File: src/reset_sync.sv
`timescale 1ns/1ps

module reset_sync (
    input  logic clk,
    input  logic ext_reset,
    output logic rst_n
);

    logic [3:0] reset_cnt;

    // counts up after release and parks at all ones
    always_ff @(posedge clk or negedge ext_reset) begin
        if (!ext_reset) begin
            reset_cnt <= 4'b0000;
        end else begin
            reset_cnt <= reset_cnt + {3'b000, ~rst_n};
        end
    end

    // only the final 1110 -> 1111 step can raise this, so no glitch
    assign rst_n = &reset_cnt;

endmodule

File: config.mk
export PLATFORM = sky130hd
export DESIGN_NAME = reset_sync
export DESIGN_NICKNAME = d
export VERILOG_FILES = /design/src/reset_sync.sv
export SDC_FILE = /design/constraint.sdc
export NUM_CORES = 1
export LEC_CHECK = 0
export ABC_CLOCK_PERIOD_IN_PS = 1800
export BUFFER_PORTS_ARGS = -buffer_cell sky130_fd_sc_hd__buf_2
export CAP_MARGIN = 20
export CORE_AREA = 2 2 39 41
export DETAILED_ROUTE_END_ITERATION = 8
export DIE_AREA = 0 0 41 43
export PLACE_DENSITY = 0.31
export SYNTH_ARGS = -nofsm -noshare
export SYNTH_HDL_FRONTEND = slang
export SYNTH_SLANG_ARGS = --single-unit
File: constraint.sdc
create_clock -name clk -period 1.8 [get_ports clk]
set_clock_uncertainty 0.1 [all_clocks]
set_input_delay 0.09 -clock clk [delete_from_list [all_inputs] [get_ports clk]]
set_output_delay 0.09 -clock clk [all_outputs]
set_load 0.1 [all_outputs]
**Yosys cells after proc, flatten, opt, wreduce, memory -nomap -nowiden**

Index checks and enable logic that the tools add are counted.

- Register bits: 4
- Bits of input ports: 2

- Bitwise operators: 1
- Add/sub/neg operators: 1
- Reduce and logical (&&, ||, !) cells: 1

Operators with widths:

| kind | number |
|---|---|
| 4-bit by 1-bit adder with 4-bit output | 1 |
| 4-bit AND reduction | 1 |
| 1-bit inverter | 1 |

**Longest topological paths before layout**

Gate-level depths: netlist (run 1).

- Depth after elaboration: 3
- Depth in mapped cells: 4

**Worst setup path before layout (run 1)**

No wires, ideal clock.

- Path type: reg2out
- Start point: register reset_cnt[1]
- End point: output rst_n
- Buffers on the path: 0
- Required time: 1.610 ns
- Arrival: 1.087 ns
- Cell stages (with the launch flop): 3
- Slack: 0.523 ns
- Path through: dfrtp_1 nand4_1 inv_1

- Longest elaborated chain between the ends: 1

Ends and longest elaborated chain:

| what | line | source |
|---|---|---|
| start: declaration | 9 | `logic [3:0] reset_cnt;` |
| start signal: assignment | 16 | `reset_cnt <= reset_cnt + {3'b000, ~rst_n};` |
| 4-bit AND reduction | 21 | `assign rst_n = &reset_cnt;` |
| end: declaration | 6 | `output logic rst_n` |

No other way between the ends.

**Worst setup path in the final report (run 1)**

Ends and elaborated chain as after synthesis.

==> results.md, run 1 <==
- Outcome: completed
- # port buffers: 2
- Slew Limit Fails: 0
- Number of placement rows: 14
- Max-cap viol count: 0
- Sw Share: 16.61%
- CP max FO: 3
- Pwr Density: between 800 and 900 nW/um2
- Crit path DAT: 1.21 ns
- Setup bufs post-CTS: 0
- Initial DRC Count: 2
- Crit-path cells: nand4_1, inv_1, buf_2
- R2R Setup Slk: 0.49 ns
- Clk network pwr share: a little over half
- Largest net degree at the start of global routing: 5
- Required @ worst endpoint: 1.61 ns
- IO Pins: 3
- Commonest non-fill, non-tap cell in the layout: dfrtp_1
- Sequential share of power: 45.2%
- GR Util All Layers: 3.633%
- Die height: around 43 um
- WS Path Type: reg -> out
- DRT Pass-1 Iters: 2
- Minimum clock period: 1.404 ns
- CTS tree: done
- Combinational share of power: 2.0%
- RR Startpoint: reset_cnt[1]
- CTS sink count: 4
- Switch Pwr: 33.24 uW
- Syn_nets: 15
- Die W: ~41 um
- Slew @ Worst Pin: approximately 0.48 ns
- Synthesized area per cell: around 15 um2
- RSZ-0062 raised after global routing: false
- Via count: 95
- Area Growth Syn to Fin: 38.46%
- WL per Instance: around 6.2 um
- Diode count: 0
- Biggest regs: reset_cnt: 4 flops
- CTS buffer count: 3
- DP Cell Count: 29
- FF+latch area: 100.1 um2
- Clock slew at reported path FFs: 0.04 ns
- Register area share after synthesis: 61.54%
- Max reg flops: 4
- Final period util: 78.02%
- CTS Root Cell: clkbuf_4
- Netlist Area Pre-Place: roughly 160 um2
- Clock Tree Buf Depth: 2
- Vias in the first global route: 98
- Initial core utilization: 11.75%
- Worst hold path class: in -> async
- Synthesis-stage register bit count: 4
- Clk_lat worst skew: between 0.2 and 0.25 ns
- Static leakage: 0.00008428 uW
- Multi-input gate area: 58.81 um2
- Fill cells: 156
- Crit-path slowest cell: buf_2
- End-of-flow core utilization: 16.27%
- Netlist cell types: 7
- CP Launch Type: flip-flop
- Share of cells above drive strength 1: between 30% and 40%
- DRT Wirelength: roughly 210 um
- Fin. Hold Viols: 0
- FMAX: 712.1 MHz
- Setup violators final: 0
- Final std cells w/o fill: 33
- P_int: around 170 uW
- Relative slew slack: 67.94%
- Gpl congestion: around 0.58
- Most frequent cells in the layout: dfrtp_1, clkbuf_4, ha_1, buf_2
- Die ar.: 1763 um2
- Detail Route Antenna Nets: 0
- Worst Setup End Kind: primary output
- Crit. Startpoint: reset_cnt[1]
- Remaining DRCs: 0
- First-pass GRT wire length: 365 um
- Core Area: 1384 um2
- Top reg by flops: reset_cnt
- Routed vias/inst: 2.879
- Setup TNS: 0 ns
- H-tree depth: 1
- GR Overflow Total: 0
- Cell count after synthesis: 11
- Max incr delay on CP: 0.41 ns
- WHS: 0.09424 ns
- Peak supply drop: 0.2645 mV
- Number of synthesis warnings: 0
- R2r worst-path depth: 4
- Worst r2r dst: reset_cnt[2]
- Final Total Pwr: 200.1 uW
- Layout Nets: 23
- Initial antenna violation count: 0
## critical path, delay by kind of cell (launching register included)
| family | cells | cell delay, ns |
|---|---|---|
| buf+inv | 2 | 0.48 |
| simple gates | 1 | 0.13 |
| flops | 1 | 0.37 |
## power groups by stage
stage                     logic [uW]  registers, uW  clock network, uW
after floorplan            0.0000251           91.6                  0
after global placement          2.51           91.6                  0
after detailed placement        2.45           91.6                  0
after CTS                       4.07           90.4                111
after global routing            4.46           90.3                128
final                           3.99           90.5                106
## cell type report
class                   count  share of cell area (%)
multi-input cells           6                   26.11
well taps                  16                   8.889
repair buffers              3                   8.889
clock buffers               3                   10.00
flip-flops and latches      4                   44.44
inverters                   1                   1.667
## synth_stat cells
cell type / number / area share (%)
dfrtp_1: 4 / 62
ha_1: 2 / 15
inv_1: 1 / 2.3
nand3_2: 1 / 6.2
nand4_1: 1 / 3.8
xnor2_1: 1 / 5.4
xor2_1: 1 / 5.4
## metrics by stage
stage               area, um2  worst slack (ns)
floorplan               162.7            0.5234
global placement        192.7            0.4726
detailed placement      192.7            0.4763
CTS                     225.2            0.3706
global route            225.2            0.2866
finish                  225.2            0.3956
## cells by family after synthesis
group,synth area share [%]
simple gates,10.00
buf+inv,2.305
flops,61.54
fa+ha+maj,15.38
xor+xnor,10.77
## worst max path at each step
stage	to	slack, ns	depth (start not counted)
3_3_place_gp	reset_cnt[2]	0.47	4
6_report	rst_n	0.40	3
5_1_grt	rst_n	0.29	3
4_1_cts	rst_n	0.37	3
2_1_floorplan	rst_n	0.52	2
3_5_place_dp	reset_cnt[2]	0.48	4
## layer usage
| layer | GRT usage (%) | vias to the layer above | routed length, um |
|---|---|---|---|
| met4 | 6.000 | 0 | 0 |
| li1 | - | 49 | - |
| met1 | 4.248 | 43 | 107 |
| met2 | 3.438 | 3 | 85 |
| met5 | 0 | - | 0 |
| met3 | 1.571 | 0 | 13 |
## timing repair
item                                   in CTS  in global routing
resized for setup                           0                  0
hold buffers                                1                  0
setup endpoints to repair                   0                  0
endpoints found under the hold margin       4                  0
Note: power is estimated with default switching activity, not from simulation.
==> run 2: changes to the inputs <==
Settings changed: ABC_CLOCK_PERIOD_IN_PS 1800 to 1160, PLACE_DENSITY 0.31 to 0.32.
Clock period 1.8 ns to 1.16 ns, I/O delays scaled along.
==> run 2 against run 1 <==
The run now ends with negative setup slack left. Worst hold slack got worse by 0.032 ns. Via count increased by 42%. Design area increased by 39%. Sequential share of layout area decreased by 13 points. Sequential power increased by 55%. Critical path depth increased by 1. First-iteration DRC count unchanged. Register-to-register slack got worse by 0.57 ns. Wire length increased by 64%.
==> results.md, run 2 (same netlist as run 1, synthesis figures left out) <==
- Failing checks: negative setup slack
- Worst hold path class: in -> async
- Final Cell Area: 314.1 um2 (+39%)
- Largest net degree at the start of global routing: 5 (unchanged)
- Number of placement rows: 14 (unchanged)
- Clk_lat worst skew: 0.24 ns (about the same)
- Switch Pwr: 61.41 uW (+85%)
- Crit path DAT: 1.08 ns (-0.13 ns)
- R2R Setup Slk: -0.08 ns (-0.57 ns)
- CTS sink count: 4 (unchanged)
- Biggest regs: reset_cnt: 4 flops
- Fill cells: 157 (+0.64%)
- Detail Route Antenna Nets: 0 (unchanged)
- First-pass GRT wire length: 531 um (+45%)
- WS Path Type: reg -> out
- Die height: 43 um (unchanged)
- CTS Root Cell: clkbuf_4
- Clock slew at reported path FFs: 0.04 ns (about the same)
- Max reg flops: 4 (unchanged)
- Slew @ Worst Pin: 0.1229 ns (-0.3614 ns)
- GR Util All Layers: 5.242% (+1.6 points)
- DP Cell Count: 34 (+17%)
- Clk network pwr share: 54.2% (+1.4 points)
- Static leakage: 0.0001265 uW (+50%)
- DRT Wirelength: 337 um (+64%)
- Setup TNS: -0.2107 ns (-0.2107 ns)
- WL per Instance: 8.425 um (+36%)
- Final HPWL DP: 206.7 um
- Slew Limit Fails: 0 (unchanged)
- CTS tree: done
- CP Launch Type: flip-flop
- Diode count: 0 (unchanged)
- Share of cells above drive strength 1: 66.67% (+31 points)
- P_int: 259.5 uW (+55%)
- Commonest non-fill, non-tap cell in the layout: buf_4
- R2r worst-path depth: 5 (+1)
- Via count: 135 (+42%)
- Max-cap viol count: 0 (unchanged)
- Required @ worst endpoint: 1.00 ns (-0.61 ns)
- Die ar.: 1763 um2 (unchanged)
- Core Area: 1384 um2 (unchanged)
- Initial DRC Count: 2 (unchanged)
- Clock Tree Buf Depth: 2 (unchanged)
- CTS buffer count: 3 (unchanged)
- Initial antenna violation count: 0 (unchanged)
- GR Overflow Total: 0 (unchanged)
- Relative slew slack: 91.75% (+24 points)
- Sequential share of power: 43.7% (-1.5 points)
- # port buffers: 2 (unchanged)
- Die W: 41 um (unchanged)
- Final std cells w/o fill: 40 (+21%)
- Initial core utilization: 11.75% (unchanged)
- FMAX: ~810 MHz
- Combinational share of power: 2.1% (about the same)
- Remaining DRCs: 0 (unchanged)
- Routed vias/inst: 3.375 (+17%)
- Peak supply drop: 0.4633 mV (+75%)
- Pwr Density: 1022 nW/um2 (+15%)
- Final period util: 106.8%
- Worst Setup End Kind: primary output
- Pre-CTS setup slack: -0.09777 ns (-0.5740 ns)
- Vias in the first global route: 130 (+33%)
- Fin. Hold Viols: 0 (unchanged)
- H-tree depth: 1 (unchanged)
- Layout Nets: 30 (+30%)
- Post-DP Area: 245.2 um2 (+27%)
- DRT Pass-1 Iters: 2 (unchanged)
- Setup violators final: 3 (+3)
- CP max FO: 2 (-1)
- Minimum clock period: 1.239 ns
- Top reg by flops: reset_cnt
- Gpl congestion: 0.7890 (+35%)
- PnR worst setup slack: -0.07905 ns (-0.4747 ns)
- Sw Share: 19.14% (+2.5 points)
- IO Pins: 3 (unchanged)
- Most frequent cells in the layout: buf_4, dfrtp_1, clkbuf_4
- RSZ-0062 raised after global routing: true
- Outcome: finished with violations
- Area Growth Syn to Fin: 93.08%
==> run 2: cell count changes in the layout (fill, tap and decap cells not counted) <==
cell | before | now
buf_12 | 0 | 1
buf_2 | 2 | 1
buf_4 | 0 | 6
buf_6 | 0 | 1
ha_1 | 2 | 0
ha_2 | 0 | 1
ha_4 | 0 | 1
inv_1 | 1 | 0
inv_4 | 0 | 1
==> run 2: area by class of cell <==
type                            instances  area (um2)  area share (%)
Multi-Input combinational cell          6       73.82           23.51
Sequential cell                         4       100.1           31.87
Tap cell                               16       20.02           6.375
Timing Repair Buffer                   10       91.34           29.08
Inverter                                1       6.256           1.992
Clock buffer                            3       22.52           7.171
==> run 2: routing by layer <==
layer | vias to the layer above | global-route usage (%) | routed length (um) | share of wire, %
li1 | 65 | - | - | -
met1 | 66 | 5.212 | 157 | 47
met2 | 4 | 5.625 | 152 | 45
met3 | 0 | 6.283 | 27 | 8.0
met4 | 0 | 4.000 | 0 | 0
met5 | - | 0 | 0 | 0
==> run 2: worst max-delay path: stages (launching register included) <==
cell	delay (ns)
dfrtp_1	0.35
nand4_1	0.12
buf_4	0.16
inv_4	0.05
buf_12	0.16
==> run 2: power groups by stage <==
stage | Sequential (uW) | Combinational [uW] | Clock (uW)
after floorplan | 142 | 0.0000251 | 0
after global placement | 142 | 4.05 | 0
after detailed placement | 142 | 4.24 | 0
after CTS | 140 | 6.88 | 182
after global routing | 140 | 7.30 | 197
final | 140 | 6.73 | 174
==> run 2: worst paths after layout <==
path	endpoint	startpoint
worst max-delay path	rst_n	reset_cnt[3]
worst max register to register	reset_cnt[3]	reset_cnt[3]
min in group clk	reset_cnt[0]	reset_cnt[0]
worst min register to register	reset_cnt[0]	reset_cnt[0]
max in group asynchronous	reset_cnt[0]	ext_reset
worst min-delay path	reset_cnt[2]	ext_reset
==> run 2: timing repair <==
action,in CTS,in global routing
endpoints found under the setup margin,4,4
endpoints found under the hold margin,4,0
pin swaps,3,1
setup buffers,0,2
hold buffers,1,0
gates resized for setup,4,1
==> run 2: stage by stage <==
| stage | hold slack [ns] | utilization [%] | power, uW |
|---|---|---|---|
| floorplan | -0.3376 | - | 142.1 |
| global placement | -0.2315 | 17.72 | 146.1 |
| detailed placement | -0.2286 | 17.72 | 146.3 |
| CTS | 0.06108 | 21.43 | 329.0 |
| global route | 0.06172 | 22.69 | 344.1 |
| finish | 0.06210 | 22.69 | 320.9 |
