==> src/soc_pkg.sv <==
package soc_pkg;

    // bus widths
    localparam int data_w = 32;
    localparam int mask_w = data_w / 8;
    localparam int addr_w = 32;

    typedef logic [data_w-1:0] word_t;
    typedef logic [mask_w-1:0] mask_t;
    typedef logic [addr_w-1:0] addr_t;

    // address map
    localparam addr_t ram_base   = 32'h0000_0000;
    localparam addr_t ram_span   = 32'h0001_0000;
    localparam addr_t clint_base = 32'h0200_0000;
    localparam addr_t clint_span = 32'h0001_0000;

    // clint register offsets within its region
    localparam addr_t clint_msip_off        = 32'h0000_0000;
    localparam addr_t clint_mtimecmp_lo_off = 32'h0000_4000;
    localparam addr_t clint_mtimecmp_hi_off = 32'h0000_4004;
    localparam addr_t clint_mtime_lo_off    = 32'h0000_BFF8;
    localparam addr_t clint_mtime_hi_off    = 32'h0000_BFFC;

    // replace the selected byte lanes of old_word with new_word
    function automatic word_t byte_merge(
        input word_t old_word,
        input word_t new_word,
        input mask_t mask
    );
        word_t result;
        result = old_word;
        for (int i = 0; i < mask_w; i++) begin
            if (mask[i]) begin
                result[i*8 +: 8] = new_word[i*8 +: 8];
            end
        end
        return result;
    endfunction

endpackage

==> src/mem_arbiter.sv <==
`timescale 1ns/1ps

module mem_arbiter
    import soc_pkg::*;
#(
    parameter int ram_words = 1024
) (
    input  logic                         clk,
    input  logic                         rst_n,
    // fetch requester, read only
    input  logic                         fetch_req,
    input  addr_t                        fetch_addr,
    output logic                         fetch_ack,
    output word_t                        fetch_rdata,
    // data requester from the decoder
    input  logic                         ram_req,
    input  logic                         ram_wen,
    input  addr_t                        ram_addr,
    input  word_t                        ram_wdata,
    input  mask_t                        ram_mask,
    output logic                         ram_ack,
    output word_t                        ram_rdata,
    // memory side
    output logic                         mem_en,
    output logic                         mem_we,
    output logic [$clog2(ram_words)-1:0] mem_index,
    output word_t                        mem_wdata,
    output mask_t                        mem_mask,
    input  word_t                        mem_rdata
);

    localparam int idx_w = $clog2(ram_words);

    typedef logic [idx_w-1:0] index_t;

    logic   fetch_pend;
    index_t fetch_idx_q;
    index_t fetch_idx;
    index_t data_idx;
    logic   fetch_live;
    logic   grant_data;
    logic   grant_fetch;
    logic   data_out_q;
    logic   fetch_out_q;

    // upper address bits dropped, the ram wraps
    assign data_idx  = ram_addr[idx_w+1:2];
    assign fetch_idx = fetch_req ? fetch_addr[idx_w+1:2] : fetch_idx_q;

    // fetch is live on its strobe or while waiting in its slot
    assign fetch_live = fetch_req | fetch_pend;

    // data has top priority and is always granted on its strobe,
    // so its slot is the strobe itself and never holds a request
    assign grant_data  = ram_req;
    assign grant_fetch = fetch_live & ~grant_data;

    always_ff @(posedge clk or negedge rst_n) begin
        if (!rst_n) begin
            fetch_pend  <= 1'b0;
            data_out_q  <= 1'b0;
            fetch_out_q <= 1'b0;
        end else begin
            fetch_pend  <= fetch_live & ~grant_fetch;
            data_out_q  <= grant_data;
            fetch_out_q <= grant_fetch;
        end
    end

    // address held for a fetch that lost arbitration
    always_ff @(posedge clk) begin
        if (fetch_req) begin
            fetch_idx_q <= fetch_addr[idx_w+1:2];
        end
    end

    assign mem_en    = grant_data | grant_fetch;
    assign mem_we    = grant_data & ram_wen;
    assign mem_index = grant_data ? data_idx : fetch_idx;
    assign mem_wdata = ram_wdata;
    assign mem_mask  = ram_mask;

    // reply goes back to whoever held the grant last cycle
    assign ram_ack     = data_out_q;
    assign ram_rdata   = mem_rdata;
    assign fetch_ack   = fetch_out_q;
    assign fetch_rdata = mem_rdata;

endmodule

==> config.mk <==
export PLATFORM = sky130hd
export DESIGN_NAME = mem_arbiter
export DESIGN_NICKNAME = d
export VERILOG_FILES = /design/src/soc_pkg.sv /design/src/mem_arbiter.sv
export SDC_FILE = /design/constraint.sdc
export NUM_CORES = 1
export LEC_CHECK = 0
export ABC_AREA = 1
export BUFFER_PORTS_ARGS = -buffer_cell sky130_fd_sc_hd__buf_4
export CAP_MARGIN = 5
export CORE_AREA = 2 2 98 100
export CTS_BUF_LIST = sky130_fd_sc_hd__clkbuf_16
export DETAILED_ROUTE_END_ITERATION = 10
export DIE_AREA = 0 0 100 102
export SYNTH_ARGS = -nofsm -noshare
export SYNTH_HDL_FRONTEND = slang
export SYNTH_SLANG_ARGS = --single-unit
==> constraint.sdc <==
create_clock -name clk -period 1.15 [get_ports clk]
set_clock_uncertainty 0.15 [all_clocks]
set_input_delay 0.0575 -clock clk [delete_from_list [all_inputs] [get_ports clk]]
set_output_delay 0.0575 -clock clk [all_outputs]
set_load 0.005 [all_outputs]
-- After elaboration in Yosys (flattened, before gate mapping)
Index checks and enable logic that the tools add are counted.
- bits in registers: 13
- bitwise gates (word level): 7
- multiplexer cells: 2
- operator list (cell ; number):
    2-to-1 mux 10 bit ; 2
    AND 1 bit ; 3
    inverter 1 bit ; 2
    OR 1 bit ; 2

-- Logic depth before layout (Yosys ltp)
Gate-level depths: netlist of run 1.
- word-level depth: 4
- depth in mapped cells: 4
- gate-level depth less buffers: 4

-- Worst setup path after synthesis of run 1
No wires, ideal clock.
- kind: flip-flop to flip-flop
- from: register fetch_pend
- to: register fetch_out_q, in the netlist fetch_ack
- path slack: 0.361 ns
- arrival time: 0.518 ns
- path buffers: 0
- data required time: 0.878 ns
- library setup time: 0.122 ns
- cell stages (with the launch flop): 3
- clock period less this slack: 0.789 ns
- cells stage by stage: dfrtp_1 nor2_1 nor2_1
- longest elaborated chain between the ends: 2
- ends and longest elaborated chain (what ; RTL line ; text):
    start: declaration ; mem_arbiter.sv:36 ; logic fetch_pend;
    start signal: assignment ; mem_arbiter.sv:64 ; fetch_pend <= fetch_live & ~grant_fetch;
    OR 1 bit ; mem_arbiter.sv:51 ; assign fetch_live = fetch_req | fetch_pend;
    AND 1 bit ; mem_arbiter.sv:56 ; assign grant_fetch = fetch_live & ~grant_data;
    net grant_fetch ; mem_arbiter.sv:42 ; logic grant_fetch;
    end signal: assignment ; mem_arbiter.sv:66 ; fetch_out_q <= grant_fetch;
    end: declaration ; mem_arbiter.sv:44 ; logic fetch_out_q;
The timed path passes the listed nets, and every way through them passes these cells.

-- Worst setup path after layout of run 1
- from: register fetch_pend
- to: output mem_en
- longest elaborated chain between the ends: 3
- ends and longest elaborated chain (what ; RTL line ; text):
    OR 1 bit ; mem_arbiter.sv:51 ;
    AND 1 bit ; mem_arbiter.sv:56 ;
    OR 1 bit ; mem_arbiter.sv:77 ; assign mem_en = grant_data | grant_fetch;
    end: declaration ; mem_arbiter.sv:24 ; output logic mem_en,
No other way between the ends.

==> results of run 1 <==
## registers in the layout (all words and copies together) (netlist names)
| register | flops |
|---|---|
| fetch_ack | 1 |
| ram_ack | 1 |
| fetch_pend | 1 |
| fetch_idx_q | 10 |
## worst register-to-register path, delay by kind of cell, from the launching register on
family	cells	cell delay (ns)
buf+inv	2	0.16
flops	1	0.31
simple gates	2	0.16
## final cells by class
type,instances,area [sq um],share of cell area (%)
repair buffers,118,1100,54.6
multi-input cells,65,334,16.5
flip-flops and latches,13,280,13.9
well taps,111,139,6.87
inverters,23,86.3,4.27
clock buffers,3,75.1,3.72
clock inverters,1,3.75,0.186
## where the power goes
part	internal [W]	switching (W)
clock network	0.000458	0.000182
logic	0.000352	0.000230
registers	0.000495	0.0000117
## Yosys cell counts
cell type and count:
dfxtp_1 10, dfrtp_1 3, nand2_1 42, buf_6 1, nand3_1 10, and2_1 10, inv_1 21, inv_2 2
buf_4 102, nor2_1 3
## final timing paths
path | start | to | slack [ns] | cells past startpoint
worst min-delay path | fetch_addr[7] | fetch_idx_q[5]$_DFF_P_ | -0.03 | 4
worst max-delay path | fetch_pend$_DFF_PN0_ | mem_en | 0.02 | 3
min in group asynchronous | rst_n | fetch_ack$_DFF_PN0_ | 0.58 | 3
worst max register to register | fetch_idx_q[2]$_DFF_P_ | fetch_idx_q[2]$_DFF_P_ | 0.26 | 4
worst min register to register | fetch_pend$_DFF_PN0_ | fetch_ack$_DFF_PN0_ | 0.35 | 2
max in group asynchronous | rst_n | ram_ack$_DFF_PN0_ | 0.12 | 3
## cells in the final DEF (no fill, tap or decap), types with 3 or more instances in the layout
master and n:
and2_1 10, buf_4 40, clkbuf_16 3, dfrtp_1 3
dfxtp_1 6, dfxtp_2 4, dlygate4sd3_1 75, inv_1 19
inv_2 5, nand2_1 34, nand2_2 8, nand3_1 4
nand3_2 6
## routing by layer
metal	GRT usage (%)	wire (um)	part of all wire, %	up-vias
li1	-	-	-	535
met1	5.64	1160	33	496
met2	11.3	1920	55	104
met3	2.05	348	10	6
met4	2.32	59	1.7	0
met5	0	0	0	-
## cells by family after synthesis
group                  synth area share, %
buffers and inverters                 60.8
and+or+nand+nor                       19.8
DFF                                   19.4
## repair_timing
| item | 4_1_cts | 5_1_grt |
|---|---|---|
| buffers inserted | 0 | 1 |
| endpoints found under the setup margin | 2 | 9 |
| cloned | 0 | 0 |
| pin swaps | 0 | 8 |
| hold endpoints to repair | 112 | 1 |
| resized for setup | 3 | 20 |
## per-stage QoR
stage,util [%],TNS [ns]
global route,22.2,-0.0970
global placement,12.3,0
detailed placement,12.3,0
finish,22.2,0
floorplan,-,0
CTS,21.5,0
==> metrics, run 1 <==
WP data required 0.94 ns; # DRC 0; largest cells by area after synthesis buf_4, dfxtp_1, nand2_1; Worst Setup Path Type flop to output pin; H-tree Lvls 1; Max-slew headroom 89.3%; endpoints failing setup 0; syn nets 341; startpoint types flop; synth unique cells 10; 1st-pass router iterations 3; outcome finished, violations left; Sink Count 13; vias in the first global route 1024; CP max stage cell dfrtp_1; RD Place Congestion 0.669; initial antenna violation count 0; die area 10200 sq um; minimum clock period 1.13 ns; period utilisation layout 98.6%; cell row count 35; Synth Instances 204; first-pass GRT wire length 4.45 mm; Die Span X 100 um; worst slack at placement 0.154 ns; Top-Level Pins 251; FMAX 882 MHz; FILL cells 1007; maximum VDD drop 0.406 mV; initial core utilization 15.6%; Final WS setup 0.0158 ns; share of layout cells above drive strength 1 31.4%; Post-DP Area 1120 sq um; FF+latch count, synth 13; area added between synthesis and finish 42.3%; top cell type's share of synthesized area 53.9%; root buf cell clkbuf_16; CP Capture Type output pin; area leader, netlist buf_4; Worst Tran Pin Value 0.161 ns; final WL 3.49 mm; Largest delay share family, worst path flip-flops; Pins Over Slew Limit 0; Port Buffers 38; unrepaired setup endpoints after global routing true; fin cells 334; Hold-fix buffers, CTS 75; nets 361; Clock Latency Late Sink 0.24 ns; YS warnings 0; sequential area share after synthesis 19.4%; Max Root-Sink Buffers 2; Reg clk slew, reported paths 0.04 ns; routed len/inst 10.4 um; Leakage 0.988 nW; placed cell count 254; CP Cell Sequence nor2_2 > nand2_1 > buf_4; Crit path largest cell delay 0.37 ns; endpoints failing hold 3; Routed Antenna Nets 0; Pwr Total 0.00173 W; Num CTS Buffers 3; Tot GR Track Use 5.82%; Worst Path Buf+Inv 1; largest net degree at the start of global routing 11; ANT cells 0; violated checks hold timing; GRT overflow 0; post-route cell area 2020 sq um; routed vias/inst 3.42; Power Density 855 nW/um^2; Max Cap Viol 0; DR vias 1141; 1st-iter DRT viols 23; hold crit path type input port to flop; worst hold slack -0.0265 ns; worst-path fanout max 3; CP Data Arrival Time 0.93 ns; core area 9110 sq um; CTS tree done; die span in y 102 um; synthesized area 1420 sq um; Post-DP HPWL 2.13 mm; Mean Syn Cell Area 6.96 sq um
Note: power is estimated with default switching activity, not from simulation.
==> inputs of run 2 (changes only) <==
==> constraint.sdc (replaced) <==
create_clock -name clk -period 1.2 [get_ports clk]
set_clock_uncertainty 0.15 [all_clocks]
set_input_delay 0.06 -clock clk [delete_from_list [all_inputs] [get_ports clk]]
set_output_delay 0.06 -clock clk [all_outputs]
set_load 0.005 [all_outputs]
==> run 2 against run 1 <==
Net effect: the flow now finishes without violations; power shrank 6.3%; first-iteration DRC count grew 26%; critical path depth is the same; largest power group unchanged; register-to-register slack gained 0.12 ns; sequential share of layout area grew 0.089 points; cell area shrank 2.4%; die area is the same; non-clock buffer count grew 1; hold slack gained 0.038 ns.
==> metrics, run 2 (synthesized netlist as in run 1, its figures left out) <==
Min-Delay Path Depth 4; CP max stage cell dfrtp_1; WP data required 0.99 ns; 1st-iter DRT viols 29; endpoints failing setup 0; endpoints failing hold 0; share of layout cells above drive strength 1 21.9%; Pins Over Slew Limit 0; worst-path fanout max 3; minimum clock period 1.14 ns; Worst Path Buf+Inv 1; Reg clk slew, reported paths 0.04 ns; Largest Register fetch_idx_q; vias in the first global route 1008; Hold Path Sink fetch_idx_q[0]$_DFF_P_; Worst Setup Path Type flop to output pin; CTS tree done; leading cell types in the layout, fill and taps excluded dlygate4sd3_1, nand2_1, buf_4; RD Place Congestion 0.669; Largest register FFs 10; die span in y 102 um; first-pass GRT wire length 4.26 mm; Sink Count 13; nets 362; CP Cell Sequence nor2_2 > nand2_1 > buf_4; CP Data Arrival Time 0.93 ns; R2R Setup Slk 0.38 ns; Die Span X 100 um; maximum VDD drop 0.421 mV; H-tree Lvls 1; largest net degree at the start of global routing 11; area added between synthesis and finish 38.9%; initial core utilization 15.6%; Num CTS Buffers 3; Post-DP HPWL 2.16 mm; startpoint types flop; Tot GR Track Use 5.54%; Largest delay share family, worst path flip-flops; root buf cell clkbuf_16; # DRC 0; commonest non-fill, non-tap cell in the layout dlygate4sd3_1; hold crit path type input port to flop; placed cell count 254; Worst Tran Pin Value 0.163 ns; period utilisation layout 94.6%; cell row count 35; initial antenna violation count 0; ANT cells 0; Setup Fix Bufs, Post-CTS 0; core area 9110 sq um; CP Capture Type output pin; Leakage 0.971 nW; routed vias/inst 3.40; Routed Antenna Nets 0; die area 10200 sq um; routed len/inst 9.99 um; Port Buffers 38; 1st-pass router iterations 4; Power Density 822 nW/um^2; final WL 3.35 mm; Max-slew headroom 89.1%; outcome finished, final reports clean; worst r2r src fetch_pend$_DFF_PN0_; Top-Level Pins 251; Crit path largest cell delay 0.37 ns; DR vias 1138; FMAX 881 MHz; fin cells 335; Max Root-Sink Buffers 2; GRT overflow 0; worst reg2reg path endpoint fetch_pend$_DFF_PN0_; start point of the worst hold path fetch_addr[2]; sum of negative setup slack 0 ns; unrepaired setup endpoints after global routing false; Max Cap Viol 0; FF-to-FF path depth 2; Clock Latency Late Sink 0.23 ns
## run 2: worst max-delay path by stage
stage                     endpoint  slack (ns)  depth (start not counted)                    from
3_3_place_gp          mem_index[0]        0.20                          6               fetch_req
4_1_cts               mem_index[0]       0.007                          5  fetch_idx_q[0]$_DFF_P_
6_report                    mem_en        0.06                          3    fetch_pend$_DFF_PN0_
5_1_grt                     mem_en       0.005                          3    fetch_pend$_DFF_PN0_
3_5_place_dp          mem_index[0]        0.21                          6               fetch_req
2_1_floorplan  fetch_ack$_DFF_PN0_        0.41                          2    fetch_pend$_DFF_PN0_
## run 2: where the power goes
group	internal [W]	total, W	switching, W	leakage, nW
Clock	0.000438	0.000608	0.000170	0.0423
Sequential	0.000472	0.000481	0.00000906	0.121
Combinational	0.000326	0.000530	0.000205	0.808
Total	0.00124	0.00162	0.000384	0.971
## run 2: worst register-to-register path, cell delays in order, from the launching register on
cell and delay, ns:
dfrtp_1 0.37, nor2_2 0.12, nor2_1 0.06
## run 2: metrics by stage
| step | hold slack, ns | setup slack (ns) | cell area (sq um) | power [W] | util (%) |
|---|---|---|---|---|---|
| after floorplan | -0.386 | 0.411 | 1420 | 0.000878 | - |
| after global placement | -0.300 | 0.200 | 1110 | 0.000763 | 12.2 |
| after detailed placement | -0.298 | 0.210 | 1110 | 0.000767 | 12.2 |
| after CTS | 0.00166 | 0.00660 | 1970 | 0.00165 | 21.6 |
| after global routing | 0.0196 | 0.00457 | 1970 | 0.00173 | 21.6 |
| final | 0.0119 | 0.0646 | 1970 | 0.00162 | 21.6 |
## run 2: area by class of cell
cell class                      instances  area, sq um
Fill cell                            1008         7140
Timing Repair Buffer                  119         1100
Multi-Input combinational cell         65          292
Sequential cell                        13          275
Tap cell                              111          139
Inverter                               23         86.3
Clock buffer                            3         75.1
Clock inverter                          1         3.75
## run 2: routing by layer
metal,part of all wire [%],wire length [um],track usage (%),vias to the layer above
met3,11,360,1.85,6
met1,32,1080,5.40,486
met4,1.8,59,2.32,0
met2,55,1850,10.7,106
met5,0,0,0,-
li1,-,-,-,540
## run 2: repair_timing
| action | 4_1_cts | 5_1_grt |
|---|---|---|
| endpoints found under the setup margin | 0 | 4 |
| hold buffers | 78 | 0 |
| resized for setup | 0 | 3 |
| endpoints found under the hold margin | 111 | 0 |
