### config.mk
export PLATFORM = sky130hd
export DESIGN_NAME = clint_timer
export DESIGN_NICKNAME = d
export VERILOG_FILES = /design/src/soc_pkg.sv /design/src/clint_timer.sv
export SDC_FILE = /design/constraint.sdc
export NUM_CORES = 1
export LEC_CHECK = 0
export BUFFER_PORTS_ARGS = -buffer_cell sky130_fd_sc_hd__buf_2
export CORE_AREA = 4 4 162 164
export CTS_CLUSTER_DIAMETER = 30
export DETAILED_ROUTE_END_ITERATION = 16
export DIE_AREA = 0 0 166 168
export REMOVE_ABC_BUFFERS = 1
export SYNTH_ARGS = -nofsm -noshare
export SYNTH_HDL_FRONTEND = slang
export SYNTH_SLANG_ARGS = --single-unit
### constraint.sdc
create_clock -name clk -period 3.1 [get_ports clk]
set_input_delay 0.31 -clock clk [delete_from_list [all_inputs] [get_ports clk]]
set_output_delay 0.31 -clock clk [all_outputs]
set_load 0.05 [all_outputs]
### src/soc_pkg.sv
package soc_pkg;

    // bus widths
    localparam int data_w = 32;
    localparam int mask_w = data_w / 8;
    localparam int addr_w = 32;

    typedef logic [data_w-1:0] word_t;
    typedef logic [mask_w-1:0] mask_t;
    typedef logic [addr_w-1:0] addr_t;

    // address map
    localparam addr_t ram_base   = 32'h0000_0000;
    localparam addr_t ram_span   = 32'h0001_0000;
    localparam addr_t clint_base = 32'h0200_0000;
    localparam addr_t clint_span = 32'h0001_0000;

    // clint register offsets within its region
    localparam addr_t clint_msip_off        = 32'h0000_0000;
    localparam addr_t clint_mtimecmp_lo_off = 32'h0000_4000;
    localparam addr_t clint_mtimecmp_hi_off = 32'h0000_4004;
    localparam addr_t clint_mtime_lo_off    = 32'h0000_BFF8;
    localparam addr_t clint_mtime_hi_off    = 32'h0000_BFFC;

    // replace the selected byte lanes of old_word with new_word
    function automatic word_t byte_merge(
        input word_t old_word,
        input word_t new_word,
        input mask_t mask
    );
        word_t result;
        result = old_word;
        for (int i = 0; i < mask_w; i++) begin
            if (mask[i]) begin
                result[i*8 +: 8] = new_word[i*8 +: 8];
            end
        end
        return result;
    endfunction

endpackage

### src/clint_timer.sv
`timescale 1ns/1ps

module clint_timer
    import soc_pkg::*;
#(
    parameter int tick_div = 4
) (
    input  logic  clk,
    input  logic  rst_n,
    input  logic  clint_wen,
    input  addr_t clint_addr,
    input  word_t clint_wdata,
    input  mask_t clint_mask,
    output word_t clint_rdata,
    output logic  soft_irq,
    output logic  timer_irq
);

    localparam int div_w = $clog2(tick_div + 1);
    localparam logic [div_w-1:0] div_last = div_w'(tick_div - 1);

    logic             msip;
    logic [63:0]      mtime;
    logic [63:0]      mtimecmp;
    logic [63:0]      mtime_next;
    logic [63:0]      mtimecmp_next;
    logic [div_w-1:0] div_cnt;
    logic             tick;

    assign tick = div_cnt == div_last;

    // a register write wins over the tick for the half it touches
    always_comb begin
        mtime_next    = tick ? mtime + 64'd1 : mtime;
        mtimecmp_next = mtimecmp;
        if (clint_wen) begin
            case (clint_addr)
                clint_mtime_lo_off:
                    mtime_next[31:0] = byte_merge(mtime[31:0], clint_wdata, clint_mask);
                clint_mtime_hi_off:
                    mtime_next[63:32] = byte_merge(mtime[63:32], clint_wdata, clint_mask);
                clint_mtimecmp_lo_off:
                    mtimecmp_next[31:0] = byte_merge(mtimecmp[31:0], clint_wdata, clint_mask);
                clint_mtimecmp_hi_off:
                    mtimecmp_next[63:32] = byte_merge(mtimecmp[63:32], clint_wdata, clint_mask);
                default: ;
            endcase
        end
    end

    always_ff @(posedge clk or negedge rst_n) begin
        if (!rst_n) begin
            div_cnt   <= '0;
            msip      <= 1'b0;
            mtime     <= '0;
            mtimecmp  <= '1;
            timer_irq <= 1'b0;
        end else begin
            div_cnt  <= tick ? '0 : div_cnt + 1'b1;
            mtime    <= mtime_next;
            mtimecmp <= mtimecmp_next;
            if (clint_wen && clint_addr == clint_msip_off && clint_mask[0]) begin
                msip <= clint_wdata[0];
            end
            // unsigned 64-bit compare
            timer_irq <= mtime >= mtimecmp;
        end
    end

    assign soft_irq = msip;

    always_comb begin
        case (clint_addr)
            clint_msip_off:        clint_rdata = {31'b0, msip};
            clint_mtimecmp_lo_off: clint_rdata = mtimecmp[31:0];
            clint_mtimecmp_hi_off: clint_rdata = mtimecmp[63:32];
            clint_mtime_lo_off:    clint_rdata = mtime[31:0];
            clint_mtime_hi_off:    clint_rdata = mtime[63:32];
            default:               clint_rdata = '0;
        endcase
    end

endmodule

# == Word level (Yosys, flattened, before mapping) ==
# Index checks and enable logic that the tools add are counted.
# word_totals
out_inout_bits,34
wordCells,56
inputBits,71
regBits,133
# classes
add_sub_neg,2
reduce_logical,11
n_eq_ne,13
mux,10
order_cmp,1
# op_table
op,n
32-bit case mux with 5 select lines,1
64-bit 2-to-1 mux,2
"64-bit by 1-bit adder with 64-bit output, second input constant",1
"32-bit by 15-bit == test with 1-bit output, second input constant",2
"32-bit by 16-bit == test with 1-bit output, second input constant",2
64-bit >= comparator,1
32-bit 2-to-1 mux,2
32-bit logical NOT,1
8-bit 2-to-1 mux,4
"3-bit != test, second input constant",8
3-bit AND reduction,8
"3-bit by 1-bit adder with 3-bit output, second input constant",1
"3-bit by 2-bit == test with 1-bit output, second input constant",1
3-bit 2-to-1 mux,1
1-bit logical AND,2

# == Longest topological paths before layout ==
# Gate-level depths: netlist of run 1.
# depth
word_depth,4
ltp_mapped,9
depth_no_buf,8

# == Worst setup path after synthesis of run 1 ==
# Ideal clock, no wire load.
# synth_path
path_type,input to output
startpoint,input port clint_addr[17]
endpoint,output port clint_rdata[10]
stages,7
n_path_buf,3
t_arrival_ps,2790
slack_ps,0
t_required_ps,2790
cell_sequence,or4_4 > nor4_4 > nand4_4 > buf_2 > buf_6 > clkbuf_1 > o22ai_1
# synth_via
elab_chain_cells,2
word_cells_on_any_way,6
cone_classes,4 x eq/ne; 1 x mux; 1 x reduce/logical
# synth_rtl
item,line_no,text
start: declaration,clint_timer.sv:11,"input addr_t clint_addr,"
"32-bit by 16-bit == test with 1-bit output, or another cell as far along",clint_timer.sv:73,case (clint_addr)
32-bit case mux with 5 select lines (*),clint_timer.sv:73,
end: declaration,clint_timer.sv:14,"output word_t clint_rdata,"
# Every way passes the cells marked *; elsewhere a longest branch is shown, timed or not.

# == Worst setup path in the final report of run 1 ==
# layout_path
startpoint,register div_cnt[0]
endpoint,register mtime[52]
# layout_via
elab_chain_cells,4
# layout_rtl
item,line_no,text
start: declaration,clint_timer.sv:27,logic [div_w-1:0] div_cnt;
start signal: assignment,clint_timer.sv:59,div_cnt <= tick ? '0 : div_cnt + 1'b1;
3-bit by 2-bit == test with 1-bit output (*),clint_timer.sv:30,assign tick = div_cnt == div_last;
64-bit 2-to-1 mux (*),clint_timer.sv:34,mtime_next = tick ? mtime + 64'd1 : mtime;
32-bit 2-to-1 mux,clint_timer.sv:37,case (clint_addr)
64-bit 2-to-1 mux (*),clint_timer.sv:36,if (clint_wen) begin
end signal: assignment,clint_timer.sv:60,mtime <= mtime_next;
end: declaration,clint_timer.sv:23,logic [63:0] mtime;
# Marks and branches as above.
# A chain may end at the register's enable or synchronous reset.

==> results of run 1 <==
## final cells by class
type	count	area (µm²)
fillers	2462	13500
multi-input cells	780	5810
flip-flops and latches	133	3410
repair buffers	142	855
clock buffers	19	443
well taps	330	413
inverters	81	304
clock inverters	13	110
## cell usage after synthesis, types with 5 or more instances
master    number
ha_1          66
nor4_1        20
o221a_2       10
dfstp_2       64
mux2_2        62
nor2b_1        6
mux2i_1       64
and4_1         5
and3_1        15
a211o_1       10
dfrtp_1       69
nor2_1        67
o22ai_1       47
buf_1          6
or4_1         10
a211oi_1      15
a21o_1        17
inv_1         81
nand4_1       40
a21oi_1       58
nand2_1       57
a311oi_1       5
nor3_1        26
buf_2         13
clkbuf_1      23
buf_6          5
nand3_1       44
o21ai_0       25
or3_1          8
nand2_4        8
o32ai_1        7
## kinds of logic (layout without fill, tap and decap cells)
family | after synthesis | after routing
flops | 133 | 133
fa+ha+maj | 66 | 66
simple gates | 343 | 343
mux | 130 | 130
xor+xnor | 2 | 2
compound gates | 239 | 239
buf+inv | 130 | 255
## worst max path at each step
stage | start | endpoint | cells after the start
after floorplan | clint_addr[17] | clint_rdata[10] | 4
after global placement | mtime[0] | timer_irq | 8
after detailed placement | mtime[0] | timer_irq | 8
after global routing | div_cnt[0] | mtime[52] | 7
final | div_cnt[0] | mtime[52] | 7
after CTS | mtime[0] | timer_irq | 8
## sequential cells by signal, indices dropped and copies added, names as in the netlist
register	flops
div_cnt	3
mtime	64
mtimecmp	64
soft_irq	1
timer_irq	1
## layer usage
layer,vias to the layer above,global-route usage
li1,4191,-
met1,4356,0.310
met2,341,0.362
met3,42,0.0420
met4,0,0.0674
met5,-,0
## stage by stage
stage	setup WS, ns	util	total power, mW
5_1_grt	0.109	0.456	4.02
3_5_place_dp	0.299	0.433	1.98
2_1_floorplan	0.0300	-	1.81
3_3_place_gp	0.296	0.433	1.98
6_report	0.268	0.456	3.90
4_1_cts	0.280	0.456	3.93
## power by group through the flow
stage                     combinational, mW  sequential, mW  clock, mW
final                                 0.210            1.74       1.95
after global routing                  0.229            1.74       2.05
after CTS                             0.213            1.74       1.97
after detailed placement              0.211            1.77          0
after global placement                0.209            1.77          0
after floorplan                      0.0420            1.77          0
## critical path: stages (launching register included)
cell and delay, ns:
dfrtp_1 0.35, ha_1 0.19, and2b_1 0.22, nand4_2 0.28, or4_1 0.73, or3b_1 0.53, o211ai_1 0.20, o311ai_0 0.17
## what timing repair did
| action | 4_1_cts | 5_1_grt |
|---|---|---|
| setup endpoints to repair | 0 | 0 |
| hold endpoints to repair | 27 | 0 |
| hold buffers | 1 | 0 |
==> impl_metrics.json, run 1 <==
{
  "outcome": "finished clean",
  "yosysWarnings": 0,
  "numCtsBuffers": 17,
  "worstPathArrival_ns": 3.10,
  "antenna_found_initial": 0,
  "setup_viol": 0,
  "p_sw_uw": 970,
  "synth_area_leader_cell": "dfrtp_1",
  "criticalPathCategory": "flip-flop to flip-flop",
  "hold_path_depth": 2,
  "gp_congestion": 0.949,
  "clk_latency_ns": 0.43,
  "rrSetupSlack_ns": 0.27,
  "synth_ff_type": "dfrtp_1",
  "synth.yosys.seq_area_share": 0.349,
  "max_freq_ghz": 0.353,
  "n_antenna_cell": 0,
  "sequentialPowerShare": 0.446,
  "comb_power_share": 0.054,
  "root_buffer": "clkbuf_16",
  "placed_area_um2": 10800,
  "synth_mux_area_frac": 0.142,
  "rsz0062_at_grt": "false",
  "maxSlewViolCount": 0,
  "fin_crit_sh": 0.913,
  "clk_pin_slew_ns": 0.07,
  "critPathLaunchType": "flip-flop",
  "dieArea_um2": 27900,
  "p_int_mw": 2.93,
  "wl_met1_um": 14300,
  "p_per_area_nw_per_um2": 344,
  "avgSynthCellArea_um2": 9.37,
  "die_width_um": 166,
  "drt-total-wl_um": 31400,
  "synth_top_cell_area_share": 0.177,
  "synth_simple_gate_area_frac": 0.200,
  "wl_per_cell_um": 21.0,
  "synth_top_family_by_area": "simple AND/OR/NAND/NOR gates",
  "cp-end-kind": "flip-flop",
  "holdWs_ns": 0.156,
  "syn_area_um2": 9770,
  "pin_count": 105,
  "vias": 8930,
  "dieHeight_um": 168,
  "synth_xor_area_frac": 0.00179,
  "instances_no_fill": 1498,
  "postSynthCellCount": 1043,
  "holdPathEnd": "mtimecmp[27]",
  "synth_compound_area_frac": 0.167,
  "dp.cells": 1465,
  "min_path_type": "input pin to flip-flop",
  "setup_tns_ns": 0,
  "clockBufferDepth": 2,
  "relSlewSlack": 0.453,
  "cp_max_fo": 8,
  "tightest_slew_ns": 0.799,
  "wl_met2_um": 14500,
  "grt_pass1_vias": 8781,
  "clock_sinks": 133,
  "swShare": 0.249,
  "drv_cap": 0,
  "ctsResizeCount": 0,
  "synth_edf_count": 0,
  "async_flop_share": 1.00,
  "grt_first_pass_wirelength_um": 50300,
  "drive_above_1_share": 0.289,
  "hold_viol": 0,
  "drc_errors": 0,
  "post_cts_buffers": 0,
  "area_growth_pct": 16.1,
  "r2r-end": "mtime[52]",
  "final_nets": 1292,
  "fin_area_um2": 11300,
  "grt_max_degree": 78,
  "reg2reg_from": "div_cnt[0]",
  "r2r_cells": 7,
  "p_clk_frac": 0.500,
  "initialDrtViolationCount": 778,
  "antenna_left": 0,
  "p_leak_nw": 4.77,
  "vdd.ir_drop.worst_mv": 0.315,
  "routed.top_layer": "met4",
  "skew_ns": 0.0115,
  "cts_tree": "built",
  "worstHoldStart": "clint_wdata[27]",
  "synth.area.top_cells": "dfrtp_1, dfstp_2, ha_1",
  "synth_seq_cells": 133,
  "viasPerCell": 5.96,
  "fin_crit_ns": 2.83,
  "synth_adder_area_share": 0.0845,
  "cp.required_ns": 3.37,
  "final_common_cell": "buf_2",
  "rows": 58,
  "dr_wl_met3_um": 2050,
  "core_um2": 24900,
  "numPortBuffers": 104,
  "final_cell_mix": "buf_2, inv_1, dfrtp_1",
  "start_util": 0.392,
  "htree_levels": 4,
  "grt_util_all_layers": 0.225,
  "firstDrtPassIters": 6,
  "synth.distinct_cells": 74,
  "grt-ovfl-total": 0,
  "dp_hpwl_um": 23300
}
(Power assumes the default switching activity.)
==> run 2, diff against run 1 <==
==> constraint.sdc (replaced) <==
create_clock -name clk -period 3.1 [get_ports clk]
set_input_delay 0 -clock clk [delete_from_list [all_inputs] [get_ports clk]]
set_output_delay 0 -clock clk [all_outputs]
set_load 0.05 [all_outputs]
==> impl_metrics.json, run 2 (synthesis results as in run 1) <==
{
  "final_cell_mix": "buf_2, inv_1, dfrtp_1",
  "dieHeight_um": 168,
  "drv_cap": 0,
  "swShare": 0.235,
  "n_antenna_cell": 0,
  "viasPerCell": 5.94,
  "p_per_area_nw_per_um2": 348,
  "reg2reg_from": "div_cnt[0]",
  "sequentialPowerShare": 0.425,
  "p_clk_frac": 0.517,
  "fin_ws_ns": 0.338,
  "clock_sinks": 133,
  "reg.largest.list": "mtime x64, mtimecmp x64, div_cnt x3",
  "p_int_mw": 3.14,
  "grt_util_all_layers": 0.229,
  "gp_congestion": 0.932,
  "rrSetupSlack_ns": 0.34,
  "drt-total-wl_um": 31900,
  "skew_ns": 0.0163,
  "rsz0062_at_grt": "false",
  "htree_levels": 4,
  "r2r_cells": 7,
  "pin_count": 105,
  "clockBufferDepth": 2,
  "criticalPathCategory": "flip-flop to flip-flop",
  "max_freq_ghz": 0.362,
  "critPathLaunchType": "flip-flop",
  "maxSlewViolCount": 0,
  "worstPathArrival_ns": 3.05,
  "fin_crit_sh": 0.891,
  "min_path_type": "input pin to flip-flop",
  "rows": 58,
  "dieArea_um2": 27900,
  "clk_pin_slew_ns": 0.06,
  "p_sw_uw": 962,
  "area_growth_pct": 20.6,
  "r2r-end": "mtime[52]",
  "numCtsBuffers": 17,
  "vias": 9155,
  "clk_latency_ns": 0.44,
  "initialDrtViolationCount": 937,
  "relSlewSlack": 0.548,
  "core_um2": 24900,
  "numPortBuffers": 104,
  "start_util": 0.392,
  "endpoint": "mtime[52]",
  "dp_hpwl_um": 23800,
  "vdd.ir_drop.worst_mv": 0.289,
  "ctsResizeCount": 0,
  "cp-end-kind": "flip-flop",
  "outcome": "finished clean",
  "drc_errors": 0,
  "crit_start": "div_cnt[0]",
  "setup_viol": 0,
  "post_cts_buffers": 0,
  "grt-ovfl-total": 0,
  "grt_first_pass_wirelength_um": 51400,
  "setup_tns_ns": 0,
  "grt_max_degree": 81,
  "root_buffer": "clkbuf_16",
  "die_width_um": 166,
  "cp.required_ns": 3.39,
  "firstDrtPassIters": 7,
  "cp_max_fo": 8,
  "final_common_cell": "buf_2",
  "tightest_slew_ns": 0.678,
  "p_leak_nw": 4.97,
  "hold_viol": 0,
  "antenna_left": 0,
  "dp_slack_ns": 0.412,
  "ctsHoldBuffers": 33,
  "antenna_found_initial": 0,
  "comb_power_share": 0.058,
  "final_nets": 1335,
  "cts_tree": "built",
  "fin_crit_ns": 2.76,
  "drive_above_1_share": 0.289,
  "wl_per_cell_um": 20.7,
  "grt_pass1_vias": 9041
}
[run 2: changes by cell type in the layout (fill, tap and decap cells not counted), moves of 2 or more]
cell	before	now
buf_12	3	1
bufinv_16	1	3
clkinv_4	4	1
buf_4	35	48
dlygate4sd3_1	1	33
[run 2: how the worst min path moves through the flow]
stage                     depth (start not counted)  slack [ns]          to     startpoint
final                                             3        0.07   mtime[63]  clint_mask[3]
after global routing                              3        0.13   mtime[63]  clint_mask[3]
after CTS                                         3        0.06   mtime[63]  clint_mask[3]
after detailed placement                          1       0.009    mtime[8]          rst_n
after global placement                            1       0.009    mtime[8]          rst_n
after floorplan                                   0       -0.30  div_cnt[0]          rst_n
[run 2: critical path, stage by stage (launching register included)]
cell      delay, ns
dfrtp_1        0.35
ha_1           0.18
and2b_1        0.23
nand4_2        0.27
or4_1          0.72
or3b_1         0.52
o211ai_1       0.20
o311ai_0       0.15
[run 2: final cells by class]
| cell class | instances | area (µm²) |
|---|---|---|
| clock buffer | 19 | 453 |
| clock inverter | 13 | 155 |
| fill | 2414 | 13100 |
| inverter | 81 | 304 |
| multi-input combinational | 780 | 5810 |
| sequential | 133 | 3410 |
| tap | 330 | 413 |
| timing repair buffer | 185 | 1230 |
[run 2: per-stage QoR]
stage	instance area, µm²	power (mW)	utilization	hold WS [ns]	instances
finish	11800	4.10	0.473	0.0748	1541
global route	11800	4.23	0.473	0.130	1541
CTS	11800	4.13	0.473	0.0646	1541
detailed placement	10800	1.98	0.435	0.00869	1476
global placement	10800	1.98	0.435	0.00946	1476
floorplan	9520	1.81	-	-0.296	994
[run 2: layer usage]
| metal | GRT usage | share of wire | up-vias |
|---|---|---|---|
| li1 | - | - | 4264 |
| met1 | 0.324 | 0.45 | 4442 |
| met2 | 0.350 | 0.44 | 388 |
| met3 | 0.0488 | 0.075 | 61 |
| met4 | 0.0768 | 0.032 | 0 |
| met5 | 0 | 0 | - |
[run 2: power by group through the flow]
stage / Sequential, mW / Clock (mW) / Combinational (mW)
after floorplan: 1.77 / 0 / 0.0420
after global placement: 1.77 / 0 / 0.207
after detailed placement: 1.77 / 0 / 0.208
after CTS: 1.74 / 2.15 / 0.240
after global routing: 1.74 / 2.23 / 0.259
final: 1.74 / 2.12 / 0.238
